$ cat config.mk
export PLATFORM = sky130hd
export DESIGN_NAME = rs_top
export DESIGN_NICKNAME = d
export VERILOG_FILES = /design/src/rs_pkg.sv /design/src/rs_top.sv /design/src/rs.sv /design/src/rs_issue_select.sv /design/src/rs_entry.sv /design/src/rs_dispatch_port.sv
export SDC_FILE = /design/constraint.sdc
export NUM_CORES = 2
export LEC_CHECK = 0
export BUFFER_PORTS_ARGS = -buffer_cell sky130_fd_sc_hd__buf_2
export CORE_AREA = 10 10 587 531
export CTS_CLUSTER_SIZE = 24
export DETAILED_ROUTE_END_ITERATION = 8
export DIE_AREA = 0 0 597 541
export GPL_TIMING_DRIVEN = 0
export SYNTH_ARGS = -nofsm -noshare
export SYNTH_HDL_FRONTEND = slang
export SYNTH_SLANG_ARGS = --single-unit
$ cat constraint.sdc
create_clock -name clock -period 17.7 [get_ports clock]
set_input_delay 3.54 -clock clock [delete_from_list [all_inputs] [get_ports clock]]
set_output_delay 3.54 -clock clock [all_outputs]
set_load 0.005 [all_outputs]
$ cat src/rs_pkg.sv
package rs_pkg;

	////////////////////////////////////////////////////////////////////////////
	// Data path widths
	////////////////////////////////////////////////////////////////////////////

	localparam int xlen          = 64;	// Register and CDB value width
	localparam int tag_width     = 7;	// 128 physical registers
	localparam int rob_idx_width = 6;	// 64 reorder buffer slots

	////////////////////////////////////////////////////////////////////////////
	// Functional unit classes
	////////////////////////////////////////////////////////////////////////////

	typedef enum logic [1:0] {
		fu_adder  = 2'd0,	// Integer ops, compares, branches
		fu_mult   = 2'd1,	// 64-bit multiply only
		fu_memory = 2'd2	// Loads and stores
	} fu_class_t;

	// Opcode groups, upper three opcode bits with the low three cleared
	localparam logic [5:0] grp_operate = 6'h10;	// Integer operate group
	localparam logic [5:0] grp_mem_08  = 6'h08;	// Address calc and unaligned loads
	localparam logic [5:0] grp_mem_20  = 6'h20;	// FP loads and stores
	localparam logic [5:0] grp_mem_28  = 6'h28;	// Integer loads and stores

	localparam logic [6:0] op_mulq = 7'h20;	// Operate func code of MULQ

	////////////////////////////////////////////////////////////////////////////
	// Instruction word, memory and operate formats
	////////////////////////////////////////////////////////////////////////////

	typedef union packed {
		struct packed {
			logic [5:0]  opcode;
			logic [4:0]  ra;		// Data register
			logic [4:0]  rb;		// Base register
			logic [15:0] displacement;	// Signed byte offset
		} mem;
		struct packed {
			logic [5:0]  opcode;
			logic [4:0]  ra;
			logic [4:0]  rb;
			logic [2:0]  sbz_lit;	// With rb forms the 8-bit literal
			logic        is_literal;	// Set when opb is the literal
			logic [6:0]  func;		// Operation within the group
			logic [4:0]  rc;		// Destination register
		} op;
	} inst_word_t;

endpackage
$ cat src/rs_top.sv
`timescale 1ns/1ps

module rs_top import rs_pkg::*; #(
	parameter int RS_SIZE = 8
) (
	input  logic                     clock,
	input  logic                     reset,

	input  logic                     dispatch_req,
	output logic                     dispatch_ack,
	input  logic [tag_width-1:0]     dest_tag,	// Held stable by the source
	input  logic [xlen-1:0]          opa,
	input  logic [xlen-1:0]          opb,
	input  logic                     opa_valid,
	input  logic                     opb_valid,
	input  logic [rob_idx_width-1:0] rob_idx,
	input  inst_word_t               inst,

	input  logic                     cdb1_valid,
	input  logic [tag_width-1:0]     cdb1_tag,
	input  logic [xlen-1:0]          cdb1_value,
	input  logic                     cdb2_valid,
	input  logic [tag_width-1:0]     cdb2_tag,
	input  logic [xlen-1:0]          cdb2_value,

	input  logic                     adder_available,
	input  logic                     mult_available,
	input  logic                     memory_available,

	output logic                     rs_full,
	output logic                     issue_valid,
	output logic [xlen-1:0]          issue_opa,
	output logic [xlen-1:0]          issue_opb,
	output logic [tag_width-1:0]     issue_dest_tag,
	output logic [rob_idx_width-1:0] issue_rob_idx,
	output inst_word_t               issue_inst,
	output fu_class_t                issue_fu
);

	logic load;	// Dispatch port strobe into the station

	rs_dispatch_port u_dispatch_port (
		.clock        (clock),
		.reset        (reset),
		.dispatch_req (dispatch_req),
		.rs_full      (rs_full),
		.dispatch_ack (dispatch_ack),
		.load         (load)
	);

	rs #(
		.RS_SIZE (RS_SIZE)
	) u_rs (
		.clock            (clock),
		.reset            (reset),
		.load             (load),
		.dest_tag         (dest_tag),
		.opa              (opa),
		.opb              (opb),
		.opa_valid        (opa_valid),
		.opb_valid        (opb_valid),
		.rob_idx          (rob_idx),
		.inst             (inst),
		.cdb1_valid       (cdb1_valid),
		.cdb1_tag         (cdb1_tag),
		.cdb1_value       (cdb1_value),
		.cdb2_valid       (cdb2_valid),
		.cdb2_tag         (cdb2_tag),
		.cdb2_value       (cdb2_value),
		.adder_available  (adder_available),
		.mult_available   (mult_available),
		.memory_available (memory_available),
		.rs_full          (rs_full),
		.issue_valid      (issue_valid),
		.issue_opa        (issue_opa),
		.issue_opb        (issue_opb),
		.issue_dest_tag   (issue_dest_tag),
		.issue_rob_idx    (issue_rob_idx),
		.issue_inst       (issue_inst),
		.issue_fu         (issue_fu)
	);

endmodule

$ cat src/rs.sv
`timescale 1ns/1ps

module rs import rs_pkg::*; #(
	parameter int RS_SIZE = 8
) (
	input  logic                     clock,
	input  logic                     reset,
	input  logic                     load,		// From the dispatch port
	input  logic [tag_width-1:0]     dest_tag,
	input  logic [xlen-1:0]          opa,
	input  logic [xlen-1:0]          opb,
	input  logic                     opa_valid,
	input  logic                     opb_valid,
	input  logic [rob_idx_width-1:0] rob_idx,
	input  inst_word_t               inst,

	input  logic                     cdb1_valid,
	input  logic [tag_width-1:0]     cdb1_tag,
	input  logic [xlen-1:0]          cdb1_value,
	input  logic                     cdb2_valid,
	input  logic [tag_width-1:0]     cdb2_tag,
	input  logic [xlen-1:0]          cdb2_value,

	input  logic                     adder_available,
	input  logic                     mult_available,
	input  logic                     memory_available,

	output logic                     rs_full,
	output logic                     issue_valid,
	output logic [xlen-1:0]          issue_opa,
	output logic [xlen-1:0]          issue_opb,
	output logic [tag_width-1:0]     issue_dest_tag,
	output logic [rob_idx_width-1:0] issue_rob_idx,
	output inst_word_t               issue_inst,
	output fu_class_t                issue_fu
);

	logic [RS_SIZE-1:0]                    busy;
	logic [RS_SIZE-1:0]                    ready;
	logic [RS_SIZE-1:0]                    load_entry;	// One-hot write enable
	logic [RS_SIZE-1:0]                    release_entries;
	fu_class_t [RS_SIZE-1:0]               entry_fu;
	logic [RS_SIZE-1:0][xlen-1:0]          entry_opa;
	logic [RS_SIZE-1:0][xlen-1:0]          entry_opb;
	logic [RS_SIZE-1:0][tag_width-1:0]     entry_dest_tag;
	logic [RS_SIZE-1:0][rob_idx_width-1:0] entry_rob_idx;
	inst_word_t [RS_SIZE-1:0]              entry_inst;

	fu_class_t  fu_dispatch;	// Class of the word being dispatched
	logic [5:0] op_group;
	logic [5:0] mem_group;
	logic       slot_found;

	////////////////////////////////////////////////////////////////////////////
	// Unit class decode
	////////////////////////////////////////////////////////////////////////////

	always_comb begin
		op_group  = {inst.op.opcode[5:3], 3'b000};
		mem_group = {inst.mem.opcode[5:3], 3'b000};
		if ((op_group == grp_operate) && (inst.op.func == op_mulq)) begin
			fu_dispatch = fu_mult;
		end else if ((mem_group == grp_mem_08) || (mem_group == grp_mem_20) ||
			     (mem_group == grp_mem_28)) begin
			fu_dispatch = fu_memory;
		end else begin
			fu_dispatch = fu_adder;	// Everything else goes to the ALU
		end
	end

	// Lowest free slot takes the dispatch
	always_comb begin
		slot_found = 1'b0;
		load_entry = '0;
		for (int i = 0; i < RS_SIZE; i++) begin
			if (!busy[i] && !slot_found) begin
				slot_found    = 1'b1;
				load_entry[i] = load;
			end
		end
	end

	assign rs_full = &busy;

	for (genvar i = 0; i < RS_SIZE; i++) begin : g_entry
		rs_entry u_entry (
			.clock         (clock),
			.reset         (reset),
			.load          (load_entry[i]),
			.release_entry (release_entries[i]),
			.dest_tag_in   (dest_tag),
			.opa_in        (opa),
			.opb_in        (opb),
			.opa_valid_in  (opa_valid),
			.opb_valid_in  (opb_valid),
			.rob_idx_in    (rob_idx),
			.inst_in       (inst),
			.fu_in         (fu_dispatch),
			.cdb1_valid    (cdb1_valid),
			.cdb1_tag      (cdb1_tag),
			.cdb1_value    (cdb1_value),
			.cdb2_valid    (cdb2_valid),
			.cdb2_tag      (cdb2_tag),
			.cdb2_value    (cdb2_value),
			.busy          (busy[i]),
			.ready         (ready[i]),
			.fu            (entry_fu[i]),
			.opa           (entry_opa[i]),
			.opb           (entry_opb[i]),
			.dest_tag      (entry_dest_tag[i]),
			.rob_idx       (entry_rob_idx[i]),
			.inst          (entry_inst[i])
		);
	end

	rs_issue_select #(
		.RS_SIZE (RS_SIZE)
	) u_issue_select (
		.clock            (clock),
		.reset            (reset),
		.ready            (ready),
		.entry_fu         (entry_fu),
		.adder_available  (adder_available),
		.mult_available   (mult_available),
		.memory_available (memory_available),
		.entry_opa        (entry_opa),
		.entry_opb        (entry_opb),
		.entry_dest_tag   (entry_dest_tag),
		.entry_rob_idx    (entry_rob_idx),
		.entry_inst       (entry_inst),
		.release_entries  (release_entries),
		.issue_valid      (issue_valid),
		.issue_opa        (issue_opa),
		.issue_opb        (issue_opb),
		.issue_dest_tag   (issue_dest_tag),
		.issue_rob_idx    (issue_rob_idx),
		.issue_inst       (issue_inst),
		.issue_fu         (issue_fu)
	);

endmodule

$ cat src/rs_issue_select.sv
`timescale 1ns/1ps

module rs_issue_select import rs_pkg::*; #(
	parameter int RS_SIZE = 8
) (
	input  logic                                  clock,
	input  logic                                  reset,
	input  logic [RS_SIZE-1:0]                    ready,
	input  fu_class_t [RS_SIZE-1:0]               entry_fu,
	input  logic                                  adder_available,
	input  logic                                  mult_available,
	input  logic                                  memory_available,

	input  logic [RS_SIZE-1:0][xlen-1:0]          entry_opa,
	input  logic [RS_SIZE-1:0][xlen-1:0]          entry_opb,
	input  logic [RS_SIZE-1:0][tag_width-1:0]     entry_dest_tag,
	input  logic [RS_SIZE-1:0][rob_idx_width-1:0] entry_rob_idx,
	input  inst_word_t [RS_SIZE-1:0]              entry_inst,

	output logic [RS_SIZE-1:0]                    release_entries,	// One-hot or zero
	output logic                                  issue_valid,
	output logic [xlen-1:0]                       issue_opa,
	output logic [xlen-1:0]                       issue_opb,
	output logic [tag_width-1:0]                  issue_dest_tag,
	output logic [rob_idx_width-1:0]              issue_rob_idx,
	output inst_word_t                            issue_inst,
	output fu_class_t                             issue_fu
);

	localparam int sel_width = (RS_SIZE > 1) ? $clog2(RS_SIZE) : 1;

	logic [RS_SIZE-1:0]   eligible;	// Ready and unit class open
	logic [sel_width-1:0] sel;
	logic                 found;

	always_comb begin
		for (int i = 0; i < RS_SIZE; i++) begin
			case (entry_fu[i])
				fu_adder:  eligible[i] = ready[i] && adder_available;
				fu_mult:   eligible[i] = ready[i] && mult_available;
				fu_memory: eligible[i] = ready[i] && memory_available;
				default:   eligible[i] = 1'b0;
			endcase
		end
	end

	// Lowest index wins without age ordering
	always_comb begin
		found           = 1'b0;
		sel             = '0;
		release_entries = '0;
		for (int i = 0; i < RS_SIZE; i++) begin
			if (eligible[i] && !found) begin
				found              = 1'b1;
				sel                = sel_width'(i);
				release_entries[i] = 1'b1;
			end
		end
	end

	always_ff @(posedge clock) begin
		if (reset) begin
			issue_valid <= 1'b0;
		end else begin
			issue_valid <= found;	// Single-cycle pulse per pick
		end
	end

	always_ff @(posedge clock) begin
		if (found) begin
			issue_opa      <= entry_opa[sel];
			issue_opb      <= entry_opb[sel];
			issue_dest_tag <= entry_dest_tag[sel];
			issue_rob_idx  <= entry_rob_idx[sel];
			issue_inst     <= entry_inst[sel];
			issue_fu       <= entry_fu[sel];
		end
	end

	a_release_onehot: assert property (@(posedge clock) disable iff (reset)
		$onehot0(release_entries));

endmodule

$ cat src/rs_entry.sv
`timescale 1ns/1ps

module rs_entry import rs_pkg::*; (
	input  logic                     clock,
	input  logic                     reset,
	input  logic                     load,		// Write this entry
	input  logic                     release_entry,	// Issued, free it

	input  logic [tag_width-1:0]     dest_tag_in,
	input  logic [xlen-1:0]          opa_in,		// Value, or tag in low bits
	input  logic [xlen-1:0]          opb_in,
	input  logic                     opa_valid_in,	// Low means opa_in is a tag
	input  logic                     opb_valid_in,
	input  logic [rob_idx_width-1:0] rob_idx_in,
	input  inst_word_t               inst_in,
	input  fu_class_t                fu_in,		// Decoded by the station

	input  logic                     cdb1_valid,
	input  logic [tag_width-1:0]     cdb1_tag,
	input  logic [xlen-1:0]          cdb1_value,
	input  logic                     cdb2_valid,
	input  logic [tag_width-1:0]     cdb2_tag,
	input  logic [xlen-1:0]          cdb2_value,

	output logic                     busy,
	output logic                     ready,		// Both operands are values
	output fu_class_t                fu,
	output logic [xlen-1:0]          opa,
	output logic [xlen-1:0]          opb,
	output logic [tag_width-1:0]     dest_tag,
	output logic [rob_idx_width-1:0] rob_idx,
	output inst_word_t               inst
);

	logic            opa_ok;		// Stored opa is a value
	logic            opb_ok;
	logic [xlen-1:0] opa_src;		// Incoming on load, else stored
	logic [xlen-1:0] opb_src;
	logic            opa_ok_src;
	logic            opb_ok_src;
	logic            opa_hit1;
	logic            opa_hit2;
	logic            opb_hit1;
	logic            opb_hit2;
	logic [xlen-1:0] opa_next;
	logic [xlen-1:0] opb_next;
	logic            track;		// Operands live this cycle

	////////////////////////////////////////////////////////////////////////////
	// CDB wakeup, also on the load cycle
	////////////////////////////////////////////////////////////////////////////

	assign track      = load || busy;
	assign opa_src    = load ? opa_in : opa;
	assign opb_src    = load ? opb_in : opb;
	assign opa_ok_src = load ? opa_valid_in : opa_ok;
	assign opb_ok_src = load ? opb_valid_in : opb_ok;

	assign opa_hit1 = cdb1_valid && !opa_ok_src && (opa_src[tag_width-1:0] == cdb1_tag);
	assign opa_hit2 = cdb2_valid && !opa_ok_src && (opa_src[tag_width-1:0] == cdb2_tag);
	assign opb_hit1 = cdb1_valid && !opb_ok_src && (opb_src[tag_width-1:0] == cdb1_tag);
	assign opb_hit2 = cdb2_valid && !opb_ok_src && (opb_src[tag_width-1:0] == cdb2_tag);

	// Tags are unique across the two CDBs so at most one hit per operand
	assign opa_next = opa_hit1 ? cdb1_value : (opa_hit2 ? cdb2_value : opa_src);
	assign opb_next = opb_hit1 ? cdb1_value : (opb_hit2 ? cdb2_value : opb_src);

	always_ff @(posedge clock) begin
		if (reset) begin
			busy   <= 1'b0;
			opa_ok <= 1'b0;
			opb_ok <= 1'b0;
		end else begin
			if (load) begin
				busy <= 1'b1;
			end else if (release_entry) begin
				busy <= 1'b0;	// Free at the issue edge
			end
			if (track) begin
				opa_ok <= opa_ok_src || opa_hit1 || opa_hit2;
				opb_ok <= opb_ok_src || opb_hit1 || opb_hit2;
			end
		end
	end

	always_ff @(posedge clock) begin
		if (track) begin
			opa <= opa_next;
			opb <= opb_next;
		end
		if (load) begin
			dest_tag <= dest_tag_in;
			rob_idx  <= rob_idx_in;
			inst     <= inst_in;
			fu       <= fu_in;
		end
	end

	assign ready = busy && opa_ok && opb_ok;

	// Allocation only targets free entries
	a_load_free: assert property (@(posedge clock) disable iff (reset)
		load |-> !busy);

	// Picker releases only entries that are ready
	a_release_ready: assert property (@(posedge clock) disable iff (reset)
		release_entry |-> ready);

endmodule

$ cat src/rs_dispatch_port.sv
`timescale 1ns/1ps

module rs_dispatch_port (
	input  logic clock,
	input  logic reset,
	input  logic dispatch_req,	// Four-phase request from rename
	input  logic rs_full,		// No free entry left
	output logic dispatch_ack,	// Held high until req drops
	output logic load		// One-cycle write strobe into the station
);

	localparam logic [1:0] st_idle = 2'd0;	// Waiting for a fresh request
	localparam logic [1:0] st_load = 2'd1;	// Request seen, waiting for a slot
	localparam logic [1:0] st_hold = 2'd2;	// Ack up, waiting for req low

	logic [1:0] state;
	logic [1:0] state_next;

	always_comb begin
		state_next = state;
		case (state)
			st_idle: begin
				if (dispatch_req) begin	// Ack is low here by construction
					state_next = st_load;
				end
			end
			st_load: begin
				if (!rs_full) begin	// Write happens this cycle
					state_next = st_hold;
				end
			end
			st_hold: begin
				if (!dispatch_req) begin	// Return to zero phase
					state_next = st_idle;
				end
			end
			default: state_next = st_idle;
		endcase
	end

	always_ff @(posedge clock) begin
		if (reset) begin
			state <= st_idle;
		end else begin
			state <= state_next;
		end
	end

	assign load         = (state == st_load) && !rs_full;	// Back-pressure stalls here
	assign dispatch_ack = (state == st_hold);

	// Station never written when it reports full
	a_no_load_when_full: assert property (@(posedge clock) disable iff (reset)
		load |-> !rs_full);

endmodule

==> summary.md <==
| Metric | Value |
|---|---|
| Compound-Gate Fraction of Synth Area | `0.154` |
| Status | `complete, but fails checks` |
| Adder-cell share of the synthesized area | `0.00315` |
| RSZ-0062 raised after global routing | `false` |
| Worst hold slack | `0.587 ns` |
| IO Count | `503` |
| Worst reg2reg path depth | `10` |
| Failing checks | `max-capacitance violations, max-slew violations` |
| Worst IR drop on VDD | `0.0000909 V` |
| Max-slew headroom | `-0.148` |
| Layout Nets | `about 10k` |
| Root Driver | `clkbuf_16` |
| Crit Path Class | `primary input to flop` |
| Detailed-route wire length | `517000 um` |
| Fraction of layout cells with a size suffix above 1 | `0.165` |
| DRC | `0` |
| Hold depth | `1` |
| WP data required | `18.38 ns` |
| CP cell instances | `clkbuf_1 -> buf_1 -> buf_2 -> xor2_1 -> nor4_1 -> nand4_1 -> a21oi_4 -> clkbuf_2 -> clkbuf_1 -> a21oi_1 -> a21oi_1` |
| Cells after DPL | `13.9k` |
| Period utilization | `0.524` |
| R2r startpoint | `u_rs.g_entry[4].u_entry.fu[0]` |
| Initial antenna violation count | `175` |
| Placer Congestion | `1.05` |
| Commonest cells post-synth | `edfxtp_1, nand2_1, clkbuf_1` |
| Area after DPL | `0.104 mm2` |
| Synth Area in Simple Gates | `0.138` |
| Post-CTS Setup Bufs | `0` |
| XOR/XNOR Fraction of Synth Area | `0.0138` |
| Total CTS buffers | `194` |
| Clk_skew | `between 0.1 and 0.15 ns` |
| Syn_nets | `9860` |
| Most numerous cell in the Yosys netlist | `edfxtp_1` |
| Clock Tree Buf Depth | `4` |
| Port buffer count | `369` |
| FMAX | `0.108 GHz` |
| CP startpoint kind | `primary input` |
| Core Area | `0.300 mm2` |
| Cells after Synth | `between 9k and 10k` |
| Hold WC Path Type | `flop to flop` |
| Drt pass-1 iters | `9` |
| Top post-synthesis cells by area | `edfxtp_1, mux2_2, mux2i_1` |
| Finished Cell Area | `0.110 mm2` |
| Clock period minus worst slack | `9.27 ns` |
| Row count | `~190` |
| Starting Density | `0.318` |
| Post-synth design cell area | `0.0954 mm2` |
| Pwr/cell area | `80.3 mW/mm2` |
| #FFs+latches synth | `1602` |
| Main combinational cell family by area after synthesis | `compound AO/OA/AOI/OAI gates` |
| Vias in the first global route | `81.0k` |
| Reg clk slew, reported paths | `approximately 0.06 ns` |
| GR Util All Layers | `0.302` |
| Post-synth top area share | `0.496` |
| Die Height | `541 um` |
| Cell taking the most area after synthesis | `edfxtp_1` |
| Max-cap check violation count | `31` |
| Async SR Flop Fraction | `0` |
| Count of pins over their slew limit | `between 200 and 300` |
| ANT nets after route | `0` |
| EDFF count, synth | `1575` |
| GRT Max-Usage Layer | `met2` |
| Final Util | `0.368` |
| Met3 GRT Util | `0.116` |
| DRT iter0 DRCs | `15.1k` |
| Final number of setup-violating endpoints | `0` |
| Fillers | `30.1k` |
| Crit path largest cell delay | `a little over 1 ns` |
| Largest net degree at the start of global routing | `62` |
| Crit path capture type | `flop` |
| Leakage Power | `~42 nW` |
| Worst-margin pin slew | `1.72 ns` |
| Sequential-to-total area share from yosys stat | `0.501` |
| Area growth syn-to-layout | `15.7%` |
| Die area | `0.323 mm2` |
| Clock sink count | `about 1.6k` |
| R2R Path End | `u_rs.u_issue_select.issue_opb[14]` |
| Total grt overflow | `0` |
| WP data arrival | `just under 10 ns` |
| Setup_tns | `0 ns` |
| Hold path start | `u_rs.g_entry[2].u_entry.opb_ok` |
| Vias | `about 88k` |
| Proportion of synthesized area in mux cells | `0.139` |
| Final Hold Viols | `0` |
| Slowest stage cell, crit path | `buf_1` |
| Yosys cell types | `88` |
| M1 GR Usage | `0.384` |
| First-pass GRT wire length | `roughly 690000 um` |
| Number of H-tree levels | `4` |
| CP max FO | `10` |
| Met2 Usage GRT | `0.415` |
| Vias per std cell | `approximately 6` |
| Hold Path End | `u_rs.g_entry[2].u_entry.opb_ok` |
| Non-Filler Instances | `14.4k` |
| Die X | `between 500 and 600 um` |
| CTS resizes | `0` |
| Clk_lat worst skew | `0.96 ns` |
| Avg Inst Size Synth | `roughly 10 um2` |
| Post-synth top flop | `edfxtp_1` |
| CTS tree | `yes` |
| Yosys warning total | `0` |
| Hpwl dp | `386000 um` |
| WL/cell | `around 36 um` |
| Hold_buf cts | `0` |
| R2R setup slack | `10.12 ns` |
worst max-delay path: cells and delay by family:
| kind | cells | cell delay [ns] |
|---|---|---|
| buffers and inverters | 5 | 3.91 |
| AO/OA/AOI/OAI | 3 | 1.55 |
| AND/OR/NAND/NOR | 2 | 0.75 |
| XOR/XNOR | 1 | 0.16 |
metal layers:
| metal | routed length [um] | share of wire | vias up |
|---|---|---|---|
| met5 | 887 | 0.0017 | - |
| li1 | - | - | 36159 |
| met3 | 73700 | 0.14 | 1565 |
| met1 | 193000 | 0.37 | 42796 |
| met2 | 207000 | 0.40 | 7313 |
| met4 | 41900 | 0.081 | 130 |
logic make-up (layout without fill, tap and decap cells):
family,Yosys count,in the layout
adder cells (fa/ha/maj),24,24
AO/OA/AOI/OAI,2361,2361
buffers and inverters,1233,2025
other,0,111
AND/OR/NAND/NOR,2924,2924
multiplexers,1217,1217
flip-flops,1602,1602
XOR/XNOR,150,150
layout make-up:
class,instances,area (um2),area share
flip-flops and latches,1602,47800,0.434
multi-input cells,6676,42800,0.388
clock buffers,240,5110,0.0463
well taps,3956,4950,0.0449
plain buffers,1103,4500,0.0408
repair buffers,438,3270,0.0297
clock inverters,114,1070,0.00971
inverters,130,488,0.00442
diodes,111,278,0.00252
power by group:
| group | leakage, nW | switching, mW | internal, mW |
|---|---|---|---|
| clock network | 3.00 | 1.79 | 2.27 |
| registers | 15.1 | 0.0136 | 4.17 |
| logic | 24.3 | 0.466 | 0.145 |
through the flow:
step	total power [mW]	setup WS [ns]
detailed placement	4.84	8.05
global route	9.00	8.77
finish	8.87	8.43
global placement	4.84	0.789
floorplan	4.53	8.73
CTS	8.83	8.93
sequential cells by signal, indices dropped and copies added, names as in the netlist, 16 cells and up:
register and count:
u_rs.g_entry.u_entry.dest_tag 56, u_rs.g_entry.u_entry.fu 16, u_rs.g_entry.u_entry.inst 256, u_rs.g_entry.u_entry.opa 512, u_rs.g_entry.u_entry.opb 512, u_rs.g_entry.u_entry.rob_idx 48, u_rs.u_issue_select.issue_inst 32, u_rs.u_issue_select.issue_opa 64
u_rs.u_issue_select.issue_opb 64
how the worst max path moves through the flow:
stage                          startpoint                                 to  cells past startpoint
after CTS                 adder_available  u_rs.u_issue_select.issue_opb[11]                     13
final                         cdb2_tag[2]    u_rs.g_entry[0].u_entry.opa[63]                     11
after detailed placement  adder_available  u_rs.u_issue_select.issue_opb[11]                     13
after global placement        cdb1_tag[1]    u_rs.g_entry[4].u_entry.opa[40]                      7
after floorplan               cdb2_tag[4]    u_rs.g_entry[0].u_entry.opb[10]                      9
after global routing          cdb2_tag[2]    u_rs.g_entry[0].u_entry.opa[63]                     11
cells in the final DEF (no fill, tap or decap), types with 47 or more instances in the layout:
cell type and n:
a211oi_1 350, a21boi_0 349, a21oi_1 528, a31oi_1 277, and3_1 211, buf_1 131, buf_2 477, clkbuf_1 815
clkbuf_16 196, clkbuf_2 62, diode_2 111, edfxtp_1 1575, inv_1 123, mux2_2 575, mux2_4 57, mux2i_1 575
nand2_1 1492, nand3_1 184, nand3b_1 119, nand4_1 47, nor2_1 565, o21ai_0 527, o22ai_1 181, or2_2 117
xnor2_1 100, xor2_1 50
Power figures use the tool's default switching activity.
